===== config.mk =====
export PLATFORM = sky130hd
export DESIGN_NAME = mpuController
export DESIGN_NICKNAME = d
export VERILOG_FILES = /design/src/verilog/mpuPkg.sv /design/src/verilog/mpuController.sv /design/src/verilog/mpuSampleAssembler.sv /design/src/verilog/i2cCmdSequencer.sv /design/src/verilog/mpuSessionCtrl.sv
export VERILOG_INCLUDE_DIRS = /design/src /design/src/verilog
export SDC_FILE = /design/constraint.sdc
export NUM_CORES = 1
export LEC_CHECK = 0
export BUFFER_PORTS_ARGS = -buffer_cell sky130_fd_sc_hd__buf_2
export CORE_UTILIZATION = 45
export CTS_CLUSTER_DIAMETER = 60
export CTS_CLUSTER_SIZE = 25
export DETAILED_ROUTE_END_ITERATION = 7
export GPL_TIMING_DRIVEN = 0
export PLACE_DENSITY = 0.76
export SLEW_MARGIN = 10
export SYNTH_ARGS = -nofsm -noshare
export SYNTH_HDL_FRONTEND = slang
export SYNTH_SLANG_ARGS = --single-unit

===== constraint.sdc =====
create_clock -name clk -period 3.5 [get_ports clk]
set_input_delay 0.35 -clock clk [delete_from_list [all_inputs] [get_ports clk]]
set_output_delay 0.35 -clock clk [all_outputs]
set_load 0.05 [all_outputs]

===== src/verilog/mpu_config.svh =====
`ifndef MPU_CONFIG_SVH
`define MPU_CONFIG_SVH

////////////////////////////////////////////////////////////////////////////
// Slave addresses, 7-bit 0x68 with the R/W bit appended
////////////////////////////////////////////////////////////////////////////
`define MPU_ADDR_W          8'hD0   // Write transfer
`define MPU_ADDR_R          8'hD1   // Read transfer

////////////////////////////////////////////////////////////////////////////
// Register map, only the entries this controller touches
////////////////////////////////////////////////////////////////////////////
`define MPU_REG_CONF        8'h1A   // FSYNC and DLPF
`define MPU_REG_GYRO        8'h1B   // Gyro full scale
`define MPU_REG_ACC         8'h1C   // Accel full scale
`define MPU_REG_PWR         8'h6B   // PWR_MGMT_1
`define MPU_REG_DATA        8'h3B   // ACCEL_XOUT_H, start of burst

////////////////////////////////////////////////////////////////////////////
// Configuration values written at power-up
////////////////////////////////////////////////////////////////////////////
`define MPU_VAL_FSYNC_OFF   8'h00   // No frame sync input
`define MPU_VAL_LPF_184     8'h01   // 184 Hz, 1 kHz gyro rate
`define MPU_VAL_GYRO_250    8'h00   // +-250 deg/s
`define MPU_VAL_ACC_2G      8'h00   // +-2 g
`define MPU_VAL_WAKE        8'h00   // Clear sleep bit

////////////////////////////////////////////////////////////////////////////
// Sample burst layout
////////////////////////////////////////////////////////////////////////////
// Accel X/Y/Z, temperature, gyro X/Y/Z, all big-endian pairs
`define MPU_BURST_LEN       14
`define MPU_TEMP_FIRST      6       // Temperature bytes sit at 6 and 7

`endif

===== src/verilog/mpuPkg.sv =====
package mpuPkg;

    ////////////////////////////////////////////////////////////////////////////
    // Data widths
    ////////////////////////////////////////////////////////////////////////////
    typedef logic [7:0]  mpuByte_t;     // One byte on the bus
    typedef logic [15:0] mpuWord_t;     // One sensor reading
    typedef logic [3:0]  byteIdx_t;     // Position inside a 14 byte burst

    ////////////////////////////////////////////////////////////////////////////
    // State machines
    ////////////////////////////////////////////////////////////////////////////
    typedef enum logic [2:0] {
        SESS_FSYNC,     // Init write 1
        SESS_LPF,
        SESS_GYRO,
        SESS_ACC,
        SESS_WAKE,      // Init write 5
        SESS_IDLE,
        SESS_READ,      // Sample burst in flight
        SESS_ERROR      // Sticky until reset
    } sessState_t;

    typedef enum logic [2:0] {
        CMD_IDLE,
        CMD_ADDR_W,     // Start + write address
        CMD_REG,        // Register pointer
        CMD_DATA,       // Write data + stop
        CMD_ADDR_R,     // Repeated start + read address
        CMD_RECV        // Burst receive bytes
    } cmdState_t;

    typedef enum logic {
        KIND_WRITE,
        KIND_READ
    } cmdKind_t;

endpackage


===== src/verilog/mpuController.sv =====
`timescale 1ns/10ps

module mpuController (
    input  logic               clk,
    input  logic               rst,
    input  logic               en_i,
    output logic               busy_o,
    output logic               errorI2c_o,
    output mpuPkg::mpuWord_t   acX_o,
    output mpuPkg::mpuWord_t   acY_o,
    output mpuPkg::mpuWord_t   acZ_o,
    output mpuPkg::mpuWord_t   gyX_o,
    output mpuPkg::mpuWord_t   gyY_o,
    output mpuPkg::mpuWord_t   gyZ_o,
    output logic               sampleValid_o,
    // I2C byte engine
    output logic               enI2c_o,
    output logic               start_o,
    output logic               stop_o,
    output logic               ackNack_o,
    output logic               rw_o,
    output mpuPkg::mpuByte_t   outByte_o,
    input  logic               busy_i,
    input  logic               err_i,
    input  mpuPkg::mpuByte_t   inByte_i
);

    logic               reqValid;
    mpuPkg::cmdKind_t   reqKind;
    mpuPkg::mpuByte_t   reqReg;
    mpuPkg::mpuByte_t   reqData;
    logic               reqDone;
    logic               rxStrobe;
    mpuPkg::byteIdx_t   rxIdx;
    logic               burstEnd;

    mpuSessionCtrl uSession (
        .clk        (clk),
        .rst        (rst),
        .en_i       (en_i),
        .err_i      (err_i),
        .reqDone_i  (reqDone),
        .reqValid_o (reqValid),
        .reqKind_o  (reqKind),
        .reqReg_o   (reqReg),
        .reqData_o  (reqData),
        .busy_o     (busy_o),
        .errorI2c_o (errorI2c_o)
    );

    i2cCmdSequencer uSequencer (
        .clk        (clk),
        .rst        (rst),
        .reqValid_i (reqValid),
        .reqKind_i  (reqKind),
        .reqReg_i   (reqReg),
        .reqData_i  (reqData),
        .reqDone_o  (reqDone),
        .busy_i     (busy_i),
        .enI2c_o    (enI2c_o),
        .start_o    (start_o),
        .stop_o     (stop_o),
        .ackNack_o  (ackNack_o),
        .rw_o       (rw_o),
        .outByte_o  (outByte_o),
        .rxStrobe_o (rxStrobe),
        .rxIdx_o    (rxIdx),
        .burstEnd_o (burstEnd)
    );

    mpuSampleAssembler uAssembler (
        .clk           (clk),
        .rst           (rst),
        .rxStrobe_i    (rxStrobe),
        .rxIdx_i       (rxIdx),
        .inByte_i      (inByte_i),
        .burstEnd_i    (burstEnd),
        .acX_o         (acX_o),
        .acY_o         (acY_o),
        .acZ_o         (acZ_o),
        .gyX_o         (gyX_o),
        .gyY_o         (gyY_o),
        .gyZ_o         (gyZ_o),
        .sampleValid_o (sampleValid_o)
    );

endmodule


===== src/verilog/mpuSampleAssembler.sv =====
`timescale 1ns/10ps
`include "mpu_config.svh"

module mpuSampleAssembler (
    input  logic               clk,
    input  logic               rst,
    input  logic               rxStrobe_i,
    input  mpuPkg::byteIdx_t   rxIdx_i,
    input  mpuPkg::mpuByte_t   inByte_i,
    input  logic               burstEnd_i,
    output mpuPkg::mpuWord_t   acX_o,
    output mpuPkg::mpuWord_t   acY_o,
    output mpuPkg::mpuWord_t   acZ_o,
    output mpuPkg::mpuWord_t   gyX_o,
    output mpuPkg::mpuWord_t   gyY_o,
    output mpuPkg::mpuWord_t   gyZ_o,
    output logic               sampleValid_o
);

    mpuPkg::mpuWord_t shadow [6];       // Acc X/Y/Z then gyro X/Y/Z
    mpuPkg::mpuWord_t merged [6];       // Shadows with the current byte placed
    logic             isTemp;
    logic [2:0]       wordSel;

    assign isTemp  = (rxIdx_i == mpuPkg::byteIdx_t'(`MPU_TEMP_FIRST)) ||
                     (rxIdx_i == mpuPkg::byteIdx_t'(`MPU_TEMP_FIRST + 1));
    // Gyro bytes come after the temperature pair
    assign wordSel = (rxIdx_i < mpuPkg::byteIdx_t'(`MPU_TEMP_FIRST)) ? rxIdx_i[3:1]
                                                                     : rxIdx_i[3:1] - 3'd1;

    always_comb begin
        merged = shadow;
        if (rxStrobe_i && !isTemp) begin
            if (rxIdx_i[0]) begin
                merged[wordSel][7:0]  = inByte_i;   // Odd index is low byte
            end else begin
                merged[wordSel][15:8] = inByte_i;
            end
        end
    end

    always_ff @(posedge clk) begin
        shadow <= merged;
    end

    // Publish all six together so a set never mixes two bursts
    always_ff @(posedge clk) begin
        if (rst) begin
            acX_o         <= '0;
            acY_o         <= '0;
            acZ_o         <= '0;
            gyX_o         <= '0;
            gyY_o         <= '0;
            gyZ_o         <= '0;
            sampleValid_o <= 1'b0;
        end else begin
            sampleValid_o <= burstEnd_i;
            if (burstEnd_i) begin
                acX_o <= merged[0];
                acY_o <= merged[1];
                acZ_o <= merged[2];
                gyX_o <= merged[3];
                gyY_o <= merged[4];
                gyZ_o <= merged[5];     // Last byte arrives straight from the bus
            end
        end
    end

endmodule


===== src/verilog/i2cCmdSequencer.sv =====
`timescale 1ns/10ps
`include "mpu_config.svh"

module i2cCmdSequencer (
    input  logic               clk,
    input  logic               rst,
    input  logic               reqValid_i,
    input  mpuPkg::cmdKind_t   reqKind_i,
    input  mpuPkg::mpuByte_t   reqReg_i,
    input  mpuPkg::mpuByte_t   reqData_i,
    output logic               reqDone_o,
    input  logic               busy_i,
    output logic               enI2c_o,
    output logic               start_o,
    output logic               stop_o,
    output logic               ackNack_o,
    output logic               rw_o,
    output mpuPkg::mpuByte_t   outByte_o,
    output logic               rxStrobe_o,
    output mpuPkg::byteIdx_t   rxIdx_o,
    output logic               burstEnd_o
);

    mpuPkg::cmdState_t step;
    logic              waitLow;     // Engine took the byte, wait for busy to drop
    mpuPkg::byteIdx_t  rxCnt;
    logic              lastRx;
    logic              byteDone;

    assign lastRx   = (rxCnt == mpuPkg::byteIdx_t'(`MPU_BURST_LEN - 1));
    assign byteDone = waitLow && !busy_i;

    ////////////////////////////////////////////////////////////////////////////
    // Byte steps
    ////////////////////////////////////////////////////////////////////////////
    always_ff @(posedge clk) begin
        if (rst) begin
            step    <= mpuPkg::CMD_IDLE;
            waitLow <= 1'b0;
            rxCnt   <= '0;
        end else if (!reqValid_i) begin
            step    <= mpuPkg::CMD_IDLE;    // Request abandoned
            waitLow <= 1'b0;
        end else if (step == mpuPkg::CMD_IDLE) begin
            step    <= mpuPkg::CMD_ADDR_W;
            waitLow <= 1'b0;
            rxCnt   <= '0;
        end else if (!waitLow) begin
            waitLow <= busy_i;
        end else if (!busy_i) begin
            waitLow <= 1'b0;
            case (step)
                mpuPkg::CMD_ADDR_W: step <= mpuPkg::CMD_REG;
                mpuPkg::CMD_REG: begin
                    step <= (reqKind_i == mpuPkg::KIND_READ) ? mpuPkg::CMD_ADDR_R
                                                             : mpuPkg::CMD_DATA;
                end
                mpuPkg::CMD_ADDR_R: step <= mpuPkg::CMD_RECV;
                mpuPkg::CMD_RECV: begin
                    if (lastRx) begin
                        step <= mpuPkg::CMD_IDLE;
                    end else begin
                        rxCnt <= rxCnt + 4'd1;
                    end
                end
                default: step <= mpuPkg::CMD_IDLE;     // Data byte ends a write
            endcase
        end
    end

    ////////////////////////////////////////////////////////////////////////////
    // Engine qualifiers, held for the whole byte
    ////////////////////////////////////////////////////////////////////////////
    always_comb begin
        start_o   = 1'b0;
        stop_o    = 1'b0;
        ackNack_o = 1'b0;
        rw_o      = 1'b1;   // Transmit unless receiving
        outByte_o = 8'h00;
        case (step)
            mpuPkg::CMD_ADDR_W: begin
                start_o   = 1'b1;
                outByte_o = `MPU_ADDR_W;
            end
            mpuPkg::CMD_REG:  outByte_o = reqReg_i;
            mpuPkg::CMD_DATA: begin
                stop_o    = 1'b1;
                outByte_o = reqData_i;
            end
            mpuPkg::CMD_ADDR_R: begin
                start_o   = 1'b1;   // Repeated start
                outByte_o = `MPU_ADDR_R;
            end
            mpuPkg::CMD_RECV: begin
                rw_o      = 1'b0;
                ackNack_o = lastRx; // NACK closes the burst
                stop_o    = lastRx;
            end
            default: rw_o = 1'b0;
        endcase
    end

    assign enI2c_o    = reqValid_i && (step != mpuPkg::CMD_IDLE) && !waitLow;
    assign rxStrobe_o = byteDone && (step == mpuPkg::CMD_RECV);
    assign rxIdx_o    = rxCnt;
    assign burstEnd_o = rxStrobe_o && lastRx;
    assign reqDone_o  = byteDone && ((step == mpuPkg::CMD_DATA) || burstEnd_o);

    enDropsOnBusy: assert property (
        @(posedge clk) disable iff (rst)
        enI2c_o && busy_i |=> !enI2c_o
    );

    qualStableWhileBusy: assert property (
        @(posedge clk) disable iff (rst || !reqValid_i)
        busy_i && $past(busy_i) |-> $stable({start_o, stop_o, ackNack_o, rw_o, outByte_o})
    );

endmodule


===== src/verilog/mpuSessionCtrl.sv =====
`timescale 1ns/10ps
`include "mpu_config.svh"

module mpuSessionCtrl (
    input  logic               clk,
    input  logic               rst,
    input  logic               en_i,
    input  logic               err_i,
    input  logic               reqDone_i,
    output logic               reqValid_o,
    output mpuPkg::cmdKind_t   reqKind_o,
    output mpuPkg::mpuByte_t   reqReg_o,
    output mpuPkg::mpuByte_t   reqData_o,
    output logic               busy_o,
    output logic               errorI2c_o
);

    mpuPkg::sessState_t state;
    mpuPkg::sessState_t stateNext;

    ////////////////////////////////////////////////////////////////////////////
    // Session sequence
    ////////////////////////////////////////////////////////////////////////////
    always_comb begin
        stateNext = state;
        case (state)
            mpuPkg::SESS_FSYNC: if (reqDone_i) stateNext = mpuPkg::SESS_LPF;
            mpuPkg::SESS_LPF:   if (reqDone_i) stateNext = mpuPkg::SESS_GYRO;
            mpuPkg::SESS_GYRO:  if (reqDone_i) stateNext = mpuPkg::SESS_ACC;
            mpuPkg::SESS_ACC:   if (reqDone_i) stateNext = mpuPkg::SESS_WAKE;
            mpuPkg::SESS_WAKE:  if (reqDone_i) stateNext = mpuPkg::SESS_IDLE;
            mpuPkg::SESS_IDLE:  if (en_i) stateNext = mpuPkg::SESS_READ;
            mpuPkg::SESS_READ:  if (reqDone_i) stateNext = mpuPkg::SESS_IDLE;
            mpuPkg::SESS_ERROR: stateNext = mpuPkg::SESS_ERROR;
            default:            stateNext = mpuPkg::SESS_ERROR;
        endcase
        if (err_i) begin
            stateNext = mpuPkg::SESS_ERROR;     // Any engine error is fatal
        end
    end

    always_ff @(posedge clk) begin
        if (rst) begin
            state <= mpuPkg::SESS_FSYNC;    // Init starts straight out of reset
        end else begin
            state <= stateNext;
        end
    end

    ////////////////////////////////////////////////////////////////////////////
    // Request table
    ////////////////////////////////////////////////////////////////////////////
    always_comb begin
        reqKind_o = mpuPkg::KIND_WRITE;
        reqReg_o  = 8'h00;
        reqData_o = 8'h00;
        case (state)
            mpuPkg::SESS_FSYNC: begin
                reqReg_o  = `MPU_REG_CONF;
                reqData_o = `MPU_VAL_FSYNC_OFF;
            end
            mpuPkg::SESS_LPF: begin
                reqReg_o  = `MPU_REG_CONF;     // Same register holds the DLPF field
                reqData_o = `MPU_VAL_LPF_184;
            end
            mpuPkg::SESS_GYRO: begin
                reqReg_o  = `MPU_REG_GYRO;
                reqData_o = `MPU_VAL_GYRO_250;
            end
            mpuPkg::SESS_ACC: begin
                reqReg_o  = `MPU_REG_ACC;
                reqData_o = `MPU_VAL_ACC_2G;
            end
            mpuPkg::SESS_WAKE: begin
                reqReg_o  = `MPU_REG_PWR;
                reqData_o = `MPU_VAL_WAKE;
            end
            mpuPkg::SESS_READ: begin
                reqKind_o = mpuPkg::KIND_READ;
                reqReg_o  = `MPU_REG_DATA;     // Burst from ACCEL_XOUT_H
            end
            default: begin
                reqKind_o = mpuPkg::KIND_WRITE;
            end
        endcase
    end

    assign reqValid_o = (state != mpuPkg::SESS_IDLE) && (state != mpuPkg::SESS_ERROR);
    assign busy_o     = (state != mpuPkg::SESS_IDLE) && (state != mpuPkg::SESS_ERROR);
    assign errorI2c_o = (state == mpuPkg::SESS_ERROR);

    // An engine error abandons the pending request on the next cycle
    errorDropsRequest: assert property (
        @(posedge clk) disable iff (rst)
        err_i |=> errorI2c_o && !reqValid_o
    );

endmodule


==> results.cfg <==
[sta]
fin_crit_sh_pct = 88.59
fin_ws_ns = 0.3995
whs_ns = 0.1707
hold_violations = 0
setup_tns_ns = 0
fin_skew_ns = 0.01410
fmax_mhz = 322.5
setup_viol = 0
relSlewSlack_pct = 29.53
tightest_slew_ns = 1.052
min_period_ns = 3.101
rsz0062_at_grt = false
final_max_slew_viol_count = 0

[setup_path]
r2r-end = uAssembler.acX_o[9]
rr_startpoint = uSequencer.rxIdx_o[1]
critPathLaunchType = register
r2r_setup_slack_ns = 0.40
slowest_delay_ns = 0.85
path_class = reg2reg
path_delay_family = compound AO/OA/AOI/OAI gates
crit_arrival_ns = 3.45
required_ns = 3.85
critical_path.cell_chain = clkbuf_1 -> inv_1 -> ha_1 -> nand2_1 -> o22ai_1 -> o211ai_1 -> mux2_2 -> o211a_1
critPathBufInv = 2
cp-end-kind = register
crit_slowest_cell = o211ai_1
reg2reg_depth = 8
critical_path.max_fanout = 9

[route]
vias = 5776
first_pass_iters = 4
drt_iter0_drc = 306
drt_wl_total_mm = 17.96
detail-route-antenna-nets = 0
routedWlPerCell_um = 15.73
drc_errors = 0
viasPerCell = 5.058

[finish]
nets = 934
layout_commonest_cell = nor2_1
final_area_sq_um = 9007
diodes = 0
fin_cells = 1142
fin_util_pct = 53.93
final_cell_mix = nor2_1, dfxtp_1, buf_2
syn_to_final_growth_pct = 16.49
drive_above_1_share_pct = 26.25

[power_and_ir_drop]
power_density_nw_per_um2 = 443.9
total_power_mw = 3.998
ir_drop_mv = 0.3483
power.leakage_nw = 4.029

[run]
cap_viol_max_count = 0

[grt]
grt_pass1_vias = 5640
grt_antenna_before_repair = 0
grt_max_degree = 26
grt_pass1_wl_mm = 29.39
grt_util_all_layers_pct = 20.74
grt_overflow = 0

[synth]
synth_warnings = 0
ys_types = 50
synth_nets = 796
synth_area_sq_um = 7732
seq_area_frac_synth_pct = 52.82
syn_avg_cell_area_sq_um = 9.939
yosys.area.top_type_share_pct = 52.82
synth_area_leaders = dfxtp_1, nor2_1, mux2_2, o21a_1, mux2_4
syn_inst = 778
synth_top_area_cell = dfxtp_1
ys_ff_latch = 204

[floorplan]
die_area_sq_um = 17710
rows = 47
core_sq_um = 16700
ios = 125
die_h_um = 133.1
die_w_um = 133.1
initial_utilization_pct = 46.30

[place]
post-place-ws_ns = 0.4670
port_buffers = 123
dp.cells = 1121
gp_congestion = 0.8595
dpl_cell_area_sq_um = 8623
dp_hpwl_mm = 12.20

[clocking]
cts_setup_buffers = 0
cts_made_buffers = 13
clock_path_buffers = 3
cts_resized = 0
clockRootBuffer = clkbuf_16
cts_tree = done
clk_pin_slew_ns = 0.09
ctsHoldBuffers = 0
htree_levels = 1
clk_latency_ns = 0.46
clock-sinks = 204

[worst_hold_path]
hold_path_class = in2reg
hp-start = inByte_i[4]
hold_path_end = uAssembler.shadow[44]
hold_depth = 2

[outcome]
status = finished clean
## where the power goes
group          internal (mW)  leakage (nW)  total, mW  switching [mW]
Combinational         0.0393          2.20      0.172           0.133
Sequential              2.32          1.64       2.33         0.00185
Clock                  0.708         0.185       1.50           0.792
Total                   3.07          4.03       4.00           0.927
## worst reg2reg max path: stages, from the launching register on
cell and delay [ns]:
dfxtp_1 0.41, clkbuf_1 0.32, inv_1 0.14, ha_1 0.38
nand2_1 0.13, o22ai_1 0.11, o211ai_1 0.85, mux2_2 0.44
o211a_1 0.22
## synthesized netlist by cell type, drive strengths merged
library cell	instances
a2111oi	2
ha	5
dfxtp	204
nor3	8
o32ai	1
nand3	5
a21oi	8
nor4	2
a21o	2
a22oi	3
nor2b	2
nor4b	2
and3b	1
o211ai	3
a31oi	1
or3b	1
or3	3
o21ai	7
o31ai	1
nor2	209
clkbuf	41
xnor2	2
a311o	1
o21a	95
nor3b	3
o21bai	1
and3	4
nand2b	8
buf	20
inv	8
o22ai	6
nand3b	2
and2	4
and4b	1
o211a	3
mux2i	1
nand2	8
a2111o	1
mux2	96
or2	2
and2b	1
## final cells by class
type	count	area, sq um
buffer	61	255.2
clock buffer	15	332.8
clock inverter	6	51.30
fill	1531	7694
inverter	8	30.03
multi-input combinational	505	3363
sequential	204	4084
tap	220	275.3
timing repair buffer	123	615.6
## worst max-delay path by stage
stage / from / to / slack [ns] / cells past startpoint
2_1_floorplan: uSequencer.step[1] / outByte_o[6] / 0.72 / 4
3_3_place_gp: uSequencer.rxIdx_o[1] / uAssembler.acX_o[9] / 0.51 / 8
3_5_place_dp: uSequencer.rxIdx_o[1] / uAssembler.acX_o[9] / 0.47 / 8
4_1_cts: uSequencer.rxIdx_o[1] / uAssembler.acX_o[9] / 0.45 / 8
5_1_grt: uSequencer.rxIdx_o[1] / uAssembler.acX_o[9] / 0.17 / 8
6_report: uSequencer.rxIdx_o[1] / uAssembler.acX_o[9] / 0.40 / 8
## layer usage
layer / wire, um / track usage (%) / vias up
met4: 415 / 5.747 / 0
met1: 8253 / 27.76 / 2719
met3: 1089 / 3.946 / 30
met2: 8204 / 34.00 / 147
met5: 0 / 0 / -
li1: - / - / 2880
## kinds of logic (layout without fill, tap and decap cells)
kind of cell / count (synthesis) / after routing / share of synthesized area (%)
buffers and inverters: 69 / 213 / 3.689
multiplexers: 97 / 97 / 14.89
flip-flops: 204 / 204 / 52.82
AO/OA/AOI/OAI: 135 / 135 / 12.98
XOR/XNOR: 2 / 2 / 0.2266
AND/OR/NAND/NOR: 266 / 266 / 14.60
adder cells (fa/ha/maj): 5 / 5 / 0.8091
## sequential cells by signal (all words and copies together), names as in the netlist
register / count
uSequencer.waitLow: 1
uAssembler.acX_o: 16
uAssembler.shadow: 96
uSequencer.rxIdx_o: 4
uAssembler.acY_o: 16
uSequencer.step: 3
uAssembler.gyY_o: 16
uAssembler.gyZ_o: 16
uAssembler.sampleValid_o: 1
uSession.state: 3
uAssembler.gyX_o: 16
uAssembler.acZ_o: 16
Power figures use the tool's default switching activity.
